--- src/fpgaIpPkg.sv ---
// ------------------------------
// Widths, address map, register indices,
// fixed read values and enums of the FPGA IP
// ------------------------------

package fpgaIpPkg;

    // ------------------------------
    // Bus widths
    // ------------------------------
    localparam int apertureWidth = 17;
    localparam int dataWidth     = 32;
    // Region field is adr[16:13]
    localparam int regionLsb     = 13;
    // Word index from adr[8:2]
    localparam int regAddrWidth  = 7;
    localparam int gpioWidth     = 8;

    // ------------------------------
    // Address map
    // ------------------------------
    // 8 KB regions, RAM regions 1..5 now unmapped
    typedef enum logic [apertureWidth-regionLsb-1:0] {
        regRegion      = 4'd0,
        reservedRegion = 4'd6
    } region_t;

    // General register word indices
    typedef enum logic [regAddrWidth-1:0] {
        regDeviceId = 7'h00,
        regRevNum   = 7'h01,
        regGpioIn   = 7'h02,
        regGpioOut  = 7'h03,
        regGpioOe   = 7'h04,
        regClkCntl  = 7'h05
    } regAddr_t;

    // Identification words at the top of the reserved block
    localparam logic [regAddrWidth-1:0] resCustProdAdr  = 7'h7E;
    localparam logic [regAddrWidth-1:0] resRevisionsAdr = 7'h7F;

    // ------------------------------
    // Fixed read values
    // ------------------------------
    localparam logic [dataWidth-1:0] deviceIdValue   = 32'h0000_0000;
    localparam logic [dataWidth-1:0] revLevelValue   = 32'h0000_0000;
    // Customer 01, product 00
    localparam logic [dataWidth-1:0] custProdValue   = 32'h0000_0100;
    // Major rev 1, minor rev 0
    localparam logic [dataWidth-1:0] revisionsValue  = 32'h0001_0000;
    // Marker values, easy to spot in a bus trace
    localparam logic [dataWidth-1:0] regDefaultValue = 32'hFABD_EFAC;
    localparam logic [dataWidth-1:0] resDefaultValue = 32'hDEFF_ABAC;
    localparam logic [dataWidth-1:0] badAccessValue  = 32'hBADF_ABAC;

    // ------------------------------
    // Bus timeout
    // ------------------------------
    localparam int timeoutWidth = 3;
    localparam logic [timeoutWidth-1:0] timeoutCount = 3'd7;

    typedef enum logic {
        toIdle,
        toCount
    } timeoutState_t;

endpackage

--- src/wbSlaveIf.sv ---
// ------------------------------
// Bus signals between the decoder and one slave
// ------------------------------

`timescale 1ns/1ps

interface wbSlaveIf;

    import fpgaIpPkg::*;

    // Word index within the region
    logic [regAddrWidth-1:0] adr;
    logic [3:0]              byteStb;
    logic                    we;
    logic                    stb;
    logic [dataWidth-1:0]    wrDat;
    // Cycle select, already qualified by region
    logic                    cyc;
    // Combinational from adr
    logic [dataWidth-1:0]    rdDat;
    // One-cycle pulse per transfer
    logic                    ack;

    // Decoder side
    modport master (
        output adr, byteStb, we, stb, wrDat, cyc,
        input  rdDat, ack
    );

    // Register block side
    modport slave (
        input  adr, byteStb, we, stb, wrDat, cyc,
        output rdDat, ack
    );

endinterface
--- src/fpgaIpTop.sv ---
// ------------------------------
// FPGA IP top: decoder, registers, reserved block
// ------------------------------

`timescale 1ns/1ps

module fpgaIpTop (
    input  logic                                wbClk_i,
    input  logic                                rstN_i,
    // Bridge bus
    input  logic [fpgaIpPkg::apertureWidth-1:0] adr_i,
    input  logic                                cyc_i,
    input  logic [3:0]                          byteStb_i,
    input  logic                                we_i,
    input  logic                                stb_i,
    input  logic [fpgaIpPkg::dataWidth-1:0]     wrDat_i,
    output logic [fpgaIpPkg::dataWidth-1:0]     rdDat_o,
    output logic                                ack_o,
    // GPIO, pad cells outside
    input  logic [fpgaIpPkg::gpioWidth-1:0]     gpioIn_i,
    output logic [fpgaIpPkg::gpioWidth-1:0]     gpioOut_o,
    output logic [fpgaIpPkg::gpioWidth-1:0]     gpioOe_o,
    // Clock enables
    output logic                                clk4mCntl_o,
    output logic                                clk1mCntl_o
);

    // Per-slave buses
    wbSlaveIf regBus ();
    wbSlaveIf resBus ();

    logic timeoutAck;

    // ------------------------------
    // Decode and mux
    // ------------------------------
    wbAddrDecode u_decode (
        .adr_i        (adr_i),
        .cyc_i        (cyc_i),
        .byteStb_i    (byteStb_i),
        .we_i         (we_i),
        .stb_i        (stb_i),
        .wrDat_i      (wrDat_i),
        .timeoutAck_i (timeoutAck),
        .regBus       (regBus.master),
        .resBus       (resBus.master),
        .rdDat_o      (rdDat_o),
        .ack_o        (ack_o)
    );

    // ------------------------------
    // Slaves
    // ------------------------------
    fpgaRegisters u_registers (
        .wbClk_i     (wbClk_i),
        .rstN_i      (rstN_i),
        .bus         (regBus.slave),
        .gpioIn_i    (gpioIn_i),
        .gpioOut_o   (gpioOut_o),
        .gpioOe_o    (gpioOe_o),
        .clk4mCntl_o (clk4mCntl_o),
        .clk1mCntl_o (clk1mCntl_o)
    );

    // Timer watches the raw strobe and the merged ack
    qlReserved u_reserved (
        .wbClk_i      (wbClk_i),
        .rstN_i       (rstN_i),
        .bus          (resBus.slave),
        .busCyc_i     (cyc_i),
        .busStb_i     (stb_i),
        .busAck_i     (ack_o),
        .timeoutAck_o (timeoutAck)
    );

endmodule

--- src/fpgaRegisters.sv ---
// ------------------------------
// General registers: ID, revision,
// GPIO and clock-control enables
// ------------------------------

`timescale 1ns/1ps

module fpgaRegisters (
    input  logic                            wbClk_i,
    input  logic                            rstN_i,
    // Bus from the decoder
    wbSlaveIf.slave                         bus,
    // GPIO pins, pads live outside
    input  logic [fpgaIpPkg::gpioWidth-1:0] gpioIn_i,
    output logic [fpgaIpPkg::gpioWidth-1:0] gpioOut_o,
    output logic [fpgaIpPkg::gpioWidth-1:0] gpioOe_o,
    // Clock enables
    output logic                            clk4mCntl_o,
    output logic                            clk1mCntl_o
);

    import fpgaIpPkg::*;

    logic                 ackQ;
    logic                 accessDone;
    logic                 wrLowByte;
    logic [gpioWidth-1:0] gpioOutQ;
    logic [gpioWidth-1:0] gpioOeQ;
    logic [1:0]           clkCntlQ;
    regAddr_t             regAddr;

    assign regAddr = regAddr_t'(bus.adr);

    // ------------------------------
    // Handshake
    // ------------------------------
    // Access completes on the edge that raises ack
    assign accessDone = bus.cyc && bus.stb && !ackQ;

    always_ff @(posedge wbClk_i or negedge rstN_i)
    begin
        if (!rstN_i)
            ackQ <= 1'b0;
        else
            ackQ <= accessDone;
    end

    assign bus.ack = ackQ;

    // Only byte lane 0 holds register bits
    assign wrLowByte = accessDone && bus.we && bus.byteStb[0];

    // ------------------------------
    // Writable registers
    // ------------------------------
    always_ff @(posedge wbClk_i or negedge rstN_i)
    begin
        if (!rstN_i)
        begin
            gpioOutQ <= '0;
            gpioOeQ  <= '0;
            clkCntlQ <= '0;
        end
        else if (wrLowByte)
        begin
            case (regAddr)
                regGpioOut: gpioOutQ <= bus.wrDat[gpioWidth-1:0];
                regGpioOe:  gpioOeQ  <= bus.wrDat[gpioWidth-1:0];
                regClkCntl: clkCntlQ <= bus.wrDat[1:0];
                default:    ;
            endcase
        end
    end

    assign gpioOut_o   = gpioOutQ;
    assign gpioOe_o    = gpioOeQ;
    // Bit 0 gates the 4 MHz clock, bit 1 the 1 MHz clock
    assign clk4mCntl_o = clkCntlQ[0];
    assign clk1mCntl_o = clkCntlQ[1];

    // ------------------------------
    // Read mux
    // ------------------------------
    always_comb
    begin
        case (regAddr)
            regDeviceId: bus.rdDat = deviceIdValue;
            regRevNum:   bus.rdDat = revLevelValue;
            regGpioIn:   bus.rdDat = {{(dataWidth-gpioWidth){1'b0}}, gpioIn_i};
            regGpioOut:  bus.rdDat = {{(dataWidth-gpioWidth){1'b0}}, gpioOutQ};
            regGpioOe:   bus.rdDat = {{(dataWidth-gpioWidth){1'b0}}, gpioOeQ};
            regClkCntl:  bus.rdDat = {{(dataWidth-2){1'b0}}, clkCntlQ};
            // Unused index, marker value
            default:     bus.rdDat = regDefaultValue;
        endcase
    end

    // Read data follows adr, so adr holds through the ack cycle
    assert property (@(posedge wbClk_i) disable iff (!rstN_i)
        ackQ |-> $stable(bus.adr))
    else $error("fpgaRegisters address changed while ack high");

endmodule

--- src/qlReserved.sv ---
// ------------------------------
// Reserved ID registers and
// timeout for unanswered strobes
// ------------------------------

`timescale 1ns/1ps

module qlReserved (
    input  logic    wbClk_i,
    input  logic    rstN_i,
    // Bus from the decoder
    wbSlaveIf.slave bus,
    // Unqualified bridge cycle, strobe and merged ack
    input  logic    busCyc_i,
    input  logic    busStb_i,
    input  logic    busAck_i,
    // Joins the merged ack
    output logic    timeoutAck_o
);

    import fpgaIpPkg::*;

    logic                    ackQ;
    logic                    pending;
    logic                    timeoutAckQ;
    logic [timeoutWidth-1:0] toCnt;
    timeoutState_t           toState;

    // ------------------------------
    // Register access
    // ------------------------------
    // Writes are dropped but still acknowledged
    always_ff @(posedge wbClk_i or negedge rstN_i)
    begin
        if (!rstN_i)
            ackQ <= 1'b0;
        else
            ackQ <= bus.cyc && bus.stb && !ackQ;
    end

    assign bus.ack = ackQ;

    always_comb
    begin
        if (bus.adr == resCustProdAdr)
            bus.rdDat = custProdValue;
        else if (bus.adr == resRevisionsAdr)
            bus.rdDat = revisionsValue;
        else
            bus.rdDat = resDefaultValue;
    end

    // ------------------------------
    // Timeout FSM
    // ------------------------------
    // Strobe waiting with nobody answering
    assign pending = busCyc_i && busStb_i && !busAck_i;

    // First waiting edge loads 1, edge 8 fires the ack
    always_ff @(posedge wbClk_i or negedge rstN_i)
    begin
        if (!rstN_i)
        begin
            toState     <= toIdle;
            toCnt       <= '0;
            timeoutAckQ <= 1'b0;
        end
        else
        begin
            timeoutAckQ <= 1'b0;
            case (toState)
                toIdle:
                begin
                    toCnt <= '0;
                    if (pending)
                    begin
                        toState <= toCount;
                        toCnt   <= timeoutWidth'(1);
                    end
                end
                toCount:
                begin
                    if (!pending)
                    begin
                        // Any ack seen, or strobe dropped
                        toState <= toIdle;
                        toCnt   <= '0;
                    end
                    else if (toCnt == timeoutCount)
                    begin
                        // Stay in toCount through the ack cycle
                        timeoutAckQ <= 1'b1;
                        toCnt       <= '0;
                    end
                    else
                        toCnt <= toCnt + 1'b1;
                end
                default:
                    toState <= toIdle;
            endcase
        end
    end

    assign timeoutAck_o = timeoutAckQ;

    // Own ack comes back on the merged ack and ends the count
    assert property (@(posedge wbClk_i) disable iff (!rstN_i)
        timeoutAckQ |=> (toState == toIdle))
    else $error("timeout FSM not idle after timeout ack");

endmodule

--- src/wbAddrDecode.sv ---
// ------------------------------
// Region decode, cycle selects,
// read data mux and merged acknowledge
// ------------------------------

`timescale 1ns/1ps

module wbAddrDecode (
    // Bridge side
    input  logic [fpgaIpPkg::apertureWidth-1:0] adr_i,
    input  logic                                cyc_i,
    input  logic [3:0]                          byteStb_i,
    input  logic                                we_i,
    input  logic                                stb_i,
    input  logic [fpgaIpPkg::dataWidth-1:0]     wrDat_i,
    // Ack from the unanswered strobe timer
    input  logic                                timeoutAck_i,
    // Slave buses
    wbSlaveIf.master                            regBus,
    wbSlaveIf.master                            resBus,
    // Back to the bridge
    output logic [fpgaIpPkg::dataWidth-1:0]     rdDat_o,
    output logic                                ack_o
);

    import fpgaIpPkg::*;

    region_t region;

    // Top 4 address bits select an 8 KB region
    assign region = region_t'(adr_i[apertureWidth-1:regionLsb]);

    // ------------------------------
    // Fan out to the slaves
    // ------------------------------
    assign regBus.adr     = adr_i[regAddrWidth+1:2];
    assign regBus.byteStb = byteStb_i;
    assign regBus.we      = we_i;
    assign regBus.stb     = stb_i;
    assign regBus.wrDat   = wrDat_i;
    assign regBus.cyc     = cyc_i && (region == regRegion);

    assign resBus.adr     = adr_i[regAddrWidth+1:2];
    assign resBus.byteStb = byteStb_i;
    assign resBus.we      = we_i;
    assign resBus.stb     = stb_i;
    assign resBus.wrDat   = wrDat_i;
    assign resBus.cyc     = cyc_i && (region == reservedRegion);

    // ------------------------------
    // Read data and acknowledge
    // ------------------------------
    always_comb
    begin
        case (region)
            regRegion:      rdDat_o = regBus.rdDat;
            reservedRegion: rdDat_o = resBus.rdDat;
            // Former RAM regions and anything above
            default:        rdDat_o = badAccessValue;
        endcase
    end

    // Timeout ack covers unmapped regions
    assign ack_o = regBus.ack || resBus.ack || timeoutAck_i;

    // Only one responder acks a transfer
    always_comb
    begin
        assert ($onehot0({regBus.ack, resBus.ack, timeoutAck_i}))
        else $error("more than one acknowledge source active");
    end

endmodule

--- config.mk ---
export PLATFORM = sky130hd
export DESIGN_NAME = fpgaIpTop
export DESIGN_NICKNAME = d
export VERILOG_FILES = /design/src/fpgaIpPkg.sv /design/src/wbSlaveIf.sv /design/src/fpgaIpTop.sv /design/src/fpgaRegisters.sv /design/src/qlReserved.sv /design/src/wbAddrDecode.sv
export SDC_FILE = /design/constraint.sdc
export NUM_CORES = 1
export LEC_CHECK = 0
export BUFFER_PORTS_ARGS = -buffer_cell sky130_fd_sc_hd__buf_2
export CAP_MARGIN = 20
export CORE_MARGIN = 3
export CORE_UTILIZATION = 42
export CTS_CLUSTER_SIZE = 14
export DETAILED_ROUTE_END_ITERATION = 7
export GPL_ROUTABILITY_DRIVEN = 1
export PLACE_DENSITY = 0.86
export SYNTH_ARGS = -nofsm -noshare
export SYNTH_HDL_FRONTEND = slang
export SYNTH_SLANG_ARGS = --single-unit
--- constraint.sdc ---
create_clock -name wbClk_i -period 4.42 [get_ports wbClk_i]
set_input_delay 0.663 -clock wbClk_i [delete_from_list [all_inputs] [get_ports wbClk_i]]
set_output_delay 0.663 -clock wbClk_i [all_outputs]
set_load 0.1 [all_outputs]
## After elaboration in Yosys (flattened, before gate mapping)

Index checks and enable logic that the tools add are counted.

- Bits in registers: 25
- Latch bits: 0
- RAM bits: 0
- Bits in read-only memories: 0
- Input bits: 66
- Output and inout bits: 51
- Logic and storage cells: 52
- Memories: 0

- $add $sub $neg: 1
- Multipliers: 0
- Divide/modulo/power cells: 0
- $lt $le $gt $ge: 0
- Equal/unequal tests: 9
- Shift operators: 0
- Muxes and demuxes: 12
- Bitwise gates (word level): 1
- Reductions and logical operators: 21

Operators with widths:

| kind | number |
|---|---|
| 32-bit one-hot mux with 5 select lines | 1 |
| 32-bit two-way mux | 2 |
| 32-bit one-hot mux with 2 select lines | 1 |
| 7-bit by 2-bit == test with 1-bit output (second input constant) | 2 |
| 7-bit by 3-bit == test with 1-bit output (second input constant) | 2 |
| 7-bit == test (second input constant) | 2 |
| 1-bit logical AND | 10 |
| 7-bit by 1-bit == test with 1-bit output (second input constant) | 1 |
| 7-bit zero test | 1 |
| 3-bit two-way mux | 2 |
| 3-bit one-hot mux with 2 select lines | 1 |
| 2-bit AND reduction | 3 |
| 1-bit two-way mux | 5 |
| 4-bit by 3-bit == test with 1-bit output (second input constant) | 1 |
| 4-bit zero test | 1 |
| 3-bit by 1-bit adder with 3-bit output (second input constant) | 1 |
| 3-bit == test (second input constant) | 1 |
| 1-bit zero test | 3 |
| 1-bit logical OR | 2 |
| 2-bit OR reduction | 1 |
| 1-bit NOT | 1 |

## Longest topological paths before layout

Gate-level depths: netlist of run 1.

- Depth after elaboration: 7
- Mapped depth: 6
- Gate-level depth less buffers: 4

## Hierarchy

A second synthesis of run 1 with hierarchy kept.

- Cells, all modules: 356
- Area total of the unflattened synthesis: 3093.0 um^2

Modules (own cells, without submodules):

| module | instances | cells each | area an instance (um^2) | sequential area each (um^2) |
|---|---|---|---|---|
| wbAddrDecode | 1 | 208 | 1451.4 | 0.0 |
| fpgaRegisters | 1 | 98 | 1167.4 | 475.5 |
| qlReserved | 1 | 50 | 474.2 | 150.1 |

## Least setup slack after synthesis of run 1

Ideal clock, no wire load.

- Kind: input -> output
- Start: input port adr_i[16] in the netlist's numbering
- End: output port rdDat_o[11] in the netlist's numbering
- Data arrival time: 4249 ps
- Data required time: 3757 ps
- Slack: -492 ps
- Cell stages on the path: 4
- Buffers on the path: 1
- Path through: nand4bb_1 nor4_1 o21ai_0 buf_4

- Word-level cells in the longest chain between the ends: 2
- Elaborated cells between the ends (all ways): 3

Ends and longest elaborated chain:

| what | line | source |
|---|---|---|
| start: declaration | fpgaIpTop.sv:11 | `input logic [fpgaIpPkg::apertureWidth-1:0] adr_i,` |
| 4-bit by 3-bit == test with 1-bit output / 4-bit zero test (equally long branches) | wbAddrDecode.sv:55 | `case (region)` |
| 32-bit one-hot mux with 2 select lines * | wbAddrDecode.sv:55 |  |
| end: declaration | fpgaIpTop.sv:17 | `output logic [fpgaIpPkg::dataWidth-1:0] rdDat_o,` |

Every way passes the cells marked *; elsewhere a longest branch is shown, timed or not.

## Worst setup path after layout of run 1

- Start: input port adr_i[16] in the netlist's numbering
- End: output port rdDat_o[3] in the netlist's numbering

The elaborated chain is that of the path after synthesis.

==> results.toml, run 1 <==
[status]
outcome = "completed"

[synth]
ys_seq_elements = 25
yosysSeqAreaShare_pct = 41.74
netlist_instances = 134
synth.avg_cell_area_sq_um = 11.19
ys_types = 35
synth_area_sq_um = 1499
ys_warn_count = 0

[final_layout]
nets = 271
drive_gt1_share_pct = 55.45
fill_cells = 295
regArea_sq_um = 625.6
final_core_utilization_pct = 54.96
fin_cells = 248
area_growth_pct = 24.29
finish.instance_area_sq_um = 1863
multi_input_area_sq_um = 733.2
antenna_cells = 0

[sta]
maxSlewHeadroom_pct = 48.63
hold_violations = 0
post-route-period-util_pct = 73.83
slew_violations = 0
whs_ns = 0.3085
min_period_ns = 3.263
clock_skew_ns = 0.004329
rsz0062_at_grt = "false"
max_freq_mhz = 306.5
tightest_slew_ns = 0.7689
finalSetupViolations = 0
timing.setup.tns_ns = 0

[min_path]
hp-class = "input port to asynchronous set/reset pin"

[clock_network]
hold_buffers = 0
clock_sinks = 25
cts_resized = 0
cts-htree-levels = 1
cts_tree = "yes"
cts_setup_buffers = 0
cts-root-buf = "clkbuf_4"
clock_path_buffers = 2
clk_pin_slew_ns = 0.13
numCtsBuffers = 3
clock_latency_ns = 0.32

[setup_path]
critPathArrivalTime_ns = 2.60
reg2reg_depth = 3
startpoint_type = "input port"
worstReg2RegStart = "u_registers.bus.ack$_DFF_PN0_"
cp.required_ns = 3.76
end_kind = "output pin"
crit_fanout = 6
reg2reg_setup_slack_ns = 2.65
worstSetupPathType = "input port to output pin"
r2r-end = "u_registers.gpioOut_o[0]$_DFFE_PN0P_"

[place]
port_buffers = 81
dp.cells = 244
place_area_sq_um = 1837
post-dp-hpwl_microns = 3111
gp_congestion = 0.8214

[job]
maxCapViolations = 0

[drt]
wire_per_inst_microns = 15.67
drtPass1Iterations = 6
vias = 1338
via_per_inst = 5.395
wl_microns = 3887
drt_iter0_markers = 60
drc_errors = 0
final_antenna_net_count = 0

[global_routing]
grt_pass1_vias = 1306
grt_pass1_wl_microns = 6216
track_usage_pct = 18.31
overflow = 0
grt_max_degree = 26
antenna_found_initial = 0

[floorplan]
die_h_microns = 65.74
die_x_microns = 65.74
core_area_sq_um = 3390
start_util_pct = 44.22
rows = 21
die-area_sq_um = 4322
io_pins = 117

[pwr]
ir_worst_vdd_v = 0.0001399
power.density_nw_per_um2 = 236.8
p_leak_nw = 1.010
-- metrics by stage --
step / setup slack [ns] / total power, mW
2_1_floorplan: 0.06824 / 0.3175
3_3_place_gp: 1.237 / 0.3420
3_5_place_dp: 1.168 / 0.3436
4_1_cts: 1.163 / 0.4420
5_1_grt: 1.031 / 0.4579
6_report: 1.157 / 0.4412
-- power breakdown --
group | internal (mW) | switching, mW
combinational | 0.0231 | 0.0847
clock | 0.0353 | 0.0667
sequential | 0.230 | 0.00116
total | 0.289 | 0.153
-- sequential cells by signal (all words and copies together), names as in the netlist --
name / count
u_registers.gpioOe_o: 8
u_registers.gpioOut_o: 8
u_reserved.toCnt: 3
u_registers.clkCntlQ: 2
u_registers.bus.ack: 1
u_reserved.bus.ack: 1
u_reserved.timeoutAck_o: 1
u_reserved.toState: 1
-- layer usage --
| layer | global-route usage, % | share of wire, % |
|---|---|---|
| met5 | 0 | 0 |
| met2 | 33.04 | 51 |
| met3 | 1.538 | 7.3 |
| met1 | 22.98 | 41 |
| met4 | 5.440 | 1.0 |
-- cells in the mapped netlist (all sizes together) --
cell type,count,share of area (%)
a211oi,1,0.50
a21oi,2,0.67
a221o,6,4.0
a22oi,4,2.0
a311oi,1,0.58
and2,3,1.3
and3,2,0.83
and4b,1,0.67
buf,18,8.8
clkbuf,1,0.25
conb,1,0.25
dfrtp,25,42
ha,2,1.7
inv,2,0.50
mux2,24,20
nand2,7,1.9
nand2b,1,0.42
nand3,1,0.33
nand3b,3,1.5
nand4,1,0.42
nand4bb,1,0.75
nor2,9,2.3
nor3,4,1.3
nor3b,2,1.0
nor4,3,2.3
nor4b,2,1.2
o21ai,3,1.0
o21bai,1,0.50
or2,1,0.42
or3,1,0.42
or4,1,0.50
-- how the worst max path moves through the flow --
stage                         start          end  slack (ns)  depth (start not counted)
after floorplan           adr_i[16]  rdDat_o[30]        0.07                          3
after global placement    adr_i[16]   rdDat_o[3]        1.24                          6
after detailed placement  adr_i[16]   rdDat_o[3]        1.17                          6
after CTS                 adr_i[16]   rdDat_o[3]        1.16                          6
after global routing      adr_i[16]   rdDat_o[7]        1.03                          6
final                     adr_i[16]   rdDat_o[3]        1.16                          6
-- cells in the final DEF (no fill, tap or decap), drive strengths merged --
| master | count |
|---|---|
| a211oi | 1 |
| a21oi | 2 |
| a221o | 6 |
| a22oi | 4 |
| a311oi | 1 |
| and2 | 3 |
| and3 | 2 |
| and4b | 1 |
| buf | 82 |
| clkbuf | 4 |
| conb | 2 |
| dfrtp | 25 |
| ha | 2 |
| inv | 2 |
| mux2 | 24 |
| nand2 | 7 |
| nand2b | 1 |
| nand3 | 1 |
| nand3b | 3 |
| nand4 | 1 |
| nand4bb | 1 |
| nor2 | 9 |
| nor3 | 4 |
| nor3b | 2 |
| nor4 | 3 |
| nor4b | 2 |
| o21ai | 3 |
| o21bai | 1 |
| or2 | 1 |
| or3 | 1 |
| or4 | 1 |
-- cell type report --
type,count,area share (%)
Multi-Input combinational cell,89,39.36
Inverter,2,0.4030
Sequential cell,25,33.58
Timing Repair Buffer,82,22.16
Tap cell,46,3.089
Clock buffer,4,1.410
-- critical path, stage by stage --
cell       delay, ns
buf_2           0.11
nand4bb_1       0.31
nor4_1          0.64
nor2_1          0.24
a221o_1         0.34
buf_2           0.30
-- cell families (layout without fill, tap and decap cells) --
group	count (synthesis)	after routing	share of synthesized area, %
AND/OR/NAND/NOR	43	43	17.45
flip-flops	25	25	41.74
multiplexers	24	24	20.03
buffers and inverters	21	88	9.599
AO/OA/AOI/OAI	18	18	9.266
adder cells (fa/ha/maj)	2	2	1.669
other	1	2	0.2502
No activity file was read; power rests on OpenSTA's default activity.
==> run 2: changes to the inputs <==
Settings changed: ABC_AREA from default to 1, PLACE_DENSITY 0.86 to 0.82.
Clock period 4.42 ns to 3.18 ns, I/O delays scaled along.
==> run 2 against run 1 <==
Net effect: worst hold slack worse by 0.12 ns; flip-flop and latch count stayed put; total power is 64% higher; critical endpoint is now rdDat_o[1]; die area is 15% higher; combinational power is 100% higher; non-clock buffer count is 1 lower; synthesized cell count is 78% higher; first-iteration DRC count is 55% higher; sequential share of layout area is 4.0 points lower; register-to-register slack worse by 0.96 ns.
==> results.toml, run 2 <==
[setup_path]
slowest_stage = "buf_2"
worstReg2RegStart = "u_registers.bus.ack$_DFF_PN0_"
cp.required_ns = 2.70
crit_path_frequent_cell = "nor2_1"
setup.worst_path.start = "adr_i[8]"
critPathArrivalTime_ns = 2.01
startpoint_type = "input port"
end_kind = "output pin"
crit_fanout = 5
reg2reg_setup_slack_ns = 1.69
r2r-end = "u_registers.gpioOut_o[7]$_DFFE_PN0P_"
crit_chain = "buf_2 -> nor2_1 -> nand2_2 -> nor2_1 -> inv_1 -> nor2_2 -> inv_1 -> nor2_1 -> buf_2"
cp_slowest_stage_delay_ns = 0.42
reg2reg_depth = 5
worstSetupPathType = "input port to output pin"

[synth]
synth_mux_area_share_pct = 0
synth_compound_area_share_pct = 5.180
yosys.cell_count.top_type = "nand2_1"
ys_types = 25
yosys.area_share.simple_pct = 40.79
synth_fa_ha_area_share_pct = 1.439
synth_top_family_by_area = "simple AND/OR/NAND/NOR gates"
synthXorXnorAreaFrac_pct = 0
synth.avg_cell_area_sq_um = 7.277
yosysSeqAreaShare_pct = 35.97
synth_edf_count = 0
ys_seq_elements = 25
synth_area_sq_um = 1739
netlist_instances = 239
ys_warn_count = 0
synthTopCellsByCount = "nand2_1 (67), inv_1 (34), nand3_1 (32)"
ys_dominant_reg_cell = "dfrtp_1"
synthTopCellsByArea = "dfrtp_1 (36%), nand2_1 (14%), nand3_1 (9.2%), buf_4 (7.8%), inv_1 (7.3%)"
synth_top_area_cell = "dfrtp_1"
yosysTopAreaCellShare_pct = 35.97
async_flop_share_pct = 100.0

[sta]
slew_violations = 0
finalSetupViolations = 0
timing.setup.tns_ns = 0
max_freq_mhz = 402.9
maxSlewHeadroom_pct = 58.96
clock_skew_ns = 0.001581
post-route-period-util_pct = 78.06
tightest_slew_ns = 0.6109
hold_violations = 0
min_period_ns = 2.482
rsz0062_at_grt = "false"

[pwr]
p_leak_nw = 1.244
power_mw = 0.7219
p_int_mw = 0.4448
seq_power_share_pct = 44.4
pwr-share-clk_pct = 25.0
ir_worst_vdd_v = 0.0002041
p_sw_mw = 0.2771
power.density_nw_per_um2 = 341.0
combinationalPowerShare_pct = 30.5
swShare_pct = 38.39

[clock_network]
cts-root-buf = "clkbuf_8"
cts-htree-levels = 1
clock_path_buffers = 2
cts_tree = "yes"
numCtsBuffers = 3
cts_setup_buffers = 0
clock_sinks = 25
clock_latency_ns = 0.26
cts_resized = 0
clk_pin_slew_ns = 0.08
hold_buffers = 0

[floorplan]
die-area_sq_um = 4949
io_pins = 117
die_h_microns = 70.35
start_util_pct = 45.45
core_area_sq_um = 3826
die_x_microns = 70.35
rows = 22

[final_layout]
final_common_cell = "buf_2"
drive_gt1_share_pct = 36.39
final_cell_mix = "buf_2 (81), nand2_1 (66), inv_1 (34), nand3_1 (32), dfrtp_1 (25)"
antenna_cells = 0
area_growth_pct = 21.73
nets = 374

[job]
maxCapViolations = 0

[drt]
via_per_inst = 4.921
drc_errors = 0
final_antenna_net_count = 0
drt_iter0_markers = 93
vias = 1737
drtPass1Iterations = 4
wire_per_inst_microns = 11.80
wl_microns = 4167

[status]
outcome = "completed"

[place]
post-dp-hpwl_microns = 3435
port_buffers = 81
gp_congestion = 0.8404

[global_routing]
grt_max_degree = 26
overflow = 0
grt_pass1_vias = 1498
track_usage_pct = 16.64
antenna_found_initial = 0
grt_pass1_wl_microns = 6893

[min_path]
hp-class = "input port to asynchronous set/reset pin"
-- run 2: kinds of logic after synthesis --
family,count (synthesis)
and+or+nand+nor,144
buffers and inverters,56
adders and majority gates,2
AOI/OAI and AO/OA,11
DFF,25
other,1
-- run 2: power by group through the flow --
stage	Sequential, mW	Combinational [mW]	Clock (mW)
after CTS	0.321	0.221	0.185
final	0.321	0.220	0.181
after floorplan	0.329	0.183	0
after global routing	0.321	0.232	0.197
after detailed placement	0.327	0.221	0
after global placement	0.327	0.220	0
-- run 2: worst max-delay path: cells and delay by family --
family                 cells  cell delay [ns]
buffers and inverters      4             0.72
AND/OR/NAND/NOR            5             0.82
-- run 2: how the worst max path moves through the flow --
stage             endpoint  slack, ns  depth (start not counted)
2_1_floorplan  rdDat_o[22]       0.17                          8
3_3_place_gp    rdDat_o[1]       0.71                          9
6_report        rdDat_o[1]       0.70                          9
5_1_grt         rdDat_o[1]       0.51                          9
3_5_place_dp    rdDat_o[1]       0.70                          9
4_1_cts         rdDat_o[1]       0.69                          9
-- run 2: stage by stage --
stage               hold slack (ns)  setup slack, ns  cell area, sq um  utilization (%)  std cells
floorplan                    0.1814           0.1672              1757                -        240
global placement             0.4222           0.7118              2072            54.15        349
detailed placement           0.4283           0.6987              2072            54.15        349
CTS                          0.2067           0.6942              2117            55.33        353
global route                 0.2208           0.5137              2117            55.33        353
finish                       0.1892           0.6978              2117            55.33        353
-- run 2: per-layer routing --
metal / up-vias / global-route usage, % / wire, microns
met5: - / 0 / 0
met4: 0 / 4.468 / 42
met3: 4 / 2.014 / 379
met2: 77 / 27.23 / 1985
met1: 779 / 23.06 / 1760
li1: 877 / - / -
-- run 2: area by class of cell --
class / instances / area [sq um]
Fill cell: 371 / 1709
Multi-Input combinational cell: 159 / 845.8
Sequential cell: 25 / 625.6
Timing Repair Buffer: 81 / 405.4
Inverter: 36 / 135.1
Tap cell: 48 / 60.06
Clock buffer: 4 / 45.04
==> run 3: changes to the inputs <==
Clock period 3.18 ns to 2.6 ns, I/O delays scaled along.
==> run 3 against run 2 <==
Net effect: clock power up 26%; global-route usage up 0.49 points; critical endpoint is now rdDat_o[3]; register-to-register slack worse by 0.58 ns; sequential share of layout area down 0.72 points; total power up 23%; non-clock buffer count up 1; first-iteration DRC count down 15%; final area up 2.5%.
==> results.toml, run 3 (synthesized netlist as in run 2, its figures left out) <==
[status]
outcome = "completed"

[place]
post-dp-hpwl_microns = 3388
place_ws_ns = 0.3408
gp_congestion = 0.8031
place_area_sq_um = 2123
port_buffers = 81

[final_layout]
final_core_utilization_pct = 56.70
final_cell_mix = "buf_2 (79), nand2_1 (66), inv_1 (33), nand3_1 (32), dfrtp_1 (25)"
antenna_cells = 0
area_growth_pct = 24.75
finish.instance_area_sq_um = 2170
final_common_cell = "buf_2"
nets = 375
drive_gt1_share_pct = 38.24

[clock_network]
cts_resized = 0
cts-root-buf = "clkbuf_8"
clk_pin_slew_ns = 0.08
clock_latency_ns = 0.27
hold_buffers = 0
numCtsBuffers = 3
cts_setup_buffers = 0
clock_sinks = 25
cts-htree-levels = 1
cts_tree = "yes"
clock_path_buffers = 2

[setup_path]
reg2reg_depth = 5
worstSetupPathType = "input port to output pin"
slowest_stage = "buf_2"
crit_chain = "buf_2 -> nor2_2 -> inv_1 -> nor2_2 -> nand3_1 -> nand3_1 -> nand2_1 -> nand2_1 -> buf_2"
crit_fanout = 8
end_kind = "output pin"
cp.required_ns = 2.21
cp_slowest_stage_delay_ns = 0.42
critPathArrivalTime_ns = 1.88
startpoint_type = "input port"

[drt]
wire_per_inst_microns = 11.76
via_per_inst = 4.850
drt_iter0_markers = 79
final_antenna_net_count = 0
vias = 1717
drc_errors = 0
drtPass1Iterations = 4
wl_microns = 4163

[global_routing]
track_usage_pct = 17.13
grt_pass1_wl_microns = 6886
grt_pass1_vias = 1517
antenna_found_initial = 0
grt_max_degree = 26
overflow = 0

[sta]
rsz0062_at_grt = "false"
max_freq_mhz = 440.1
hold_violations = 0
tightest_slew_ns = 0.5440
min_period_ns = 2.272
post-route-period-util_pct = 87.38
finalSetupViolations = 0
slew_violations = 0
clock_skew_ns = 0.002607
maxSlewHeadroom_pct = 63.73
worst_slack_ns = 0.3280

[floorplan]
die_x_microns = 70.35
die_h_microns = 70.35
io_pins = 117
rows = 22
die-area_sq_um = 4949
core_area_sq_um = 3826
start_util_pct = 45.45

[pwr]
p_leak_nw = 1.256
ir_worst_vdd_v = 0.0003256
power.density_nw_per_um2 = 410.7

[job]
maxCapViolations = 0

[min_path]
hp-class = "input port to asynchronous set/reset pin"
run 3: changes by cell type in the layout (fill, tap and decap cells not counted), sizes merged:
cell      change
buf           +1
clkinvlp      +1
clkinv        +1
inv           -1
clkbuf        -1
run 3: layout make-up:
| class | instances | area (sq um) |
|---|---|---|
| fillers | 361 | 1657 |
| repair buffers | 82 | 442.9 |
| well taps | 48 | 60.06 |
| clock buffers | 3 | 41.29 |
| clock inverters | 1 | 5.005 |
| multi-input cells | 159 | 855.8 |
| flip-flops and latches | 25 | 625.6 |
| inverters | 36 | 138.9 |
run 3: worst max-delay path, delay by kind of cell:
kind                   cells  cell delay, ns
and+or+nand+nor            6            0.86
buffers and inverters      3            0.63
run 3: layer usage:
metal	vias up	global-route usage (%)	wire length, microns
li1	874	-	-
met1	763	22.92	1829
met2	73	27.44	1910
met3	7	1.439	326
met4	0	8.723	96
met5	-	0	0
run 3: stage by stage:
step | power, mW | TNS (ns) | instances | hold WS (ns)
after detailed placement | 0.6721 | 0 | 350 | 0.4073
after floorplan | 0.6269 | -1.339 | 240 | 0.09441
after CTS | 0.8968 | 0 | 354 | 0.1060
after global routing | 0.9241 | 0 | 354 | 0.1343
final | 0.8911 | 0 | 354 | 0.09260
after global placement | 0.6698 | 0 | 350 | 0.3988
run 3: path summary, 6_finish.rpt:
check,start,endpoint,slack [ns]
setup / recovery,adr_i[5],rdDat_o[3],0.33
hold / removal,rstN_i,u_registers.clkCntlQ[0]$_DFFE_PN0P_,0.09
setup reg to reg,u_registers.bus.ack$_DFF_PN0_,u_registers.gpioOut_o[2]$_DFFE_PN0P_,1.11
hold reg to reg,u_reserved.bus.ack$_DFF_PN0_,u_reserved.bus.ack$_DFF_PN0_,0.44
max in group asynchronous,rstN_i,u_reserved.timeoutAck_o$_DFF_PN0_,2.14
min in group wbClk_i,wrDat_i[6],u_registers.gpioOut_o[6]$_DFFE_PN0P_,0.37
run 3: where the power goes:
| part | total [mW] | switching (mW) | internal [mW] |
|---|---|---|---|
| clock | 0.228 | 0.120 | 0.107 |
| sequential | 0.392 | 0.00149 | 0.391 |
| combinational | 0.271 | 0.226 | 0.0445 |
| total | 0.891 | 0.348 | 0.543 |
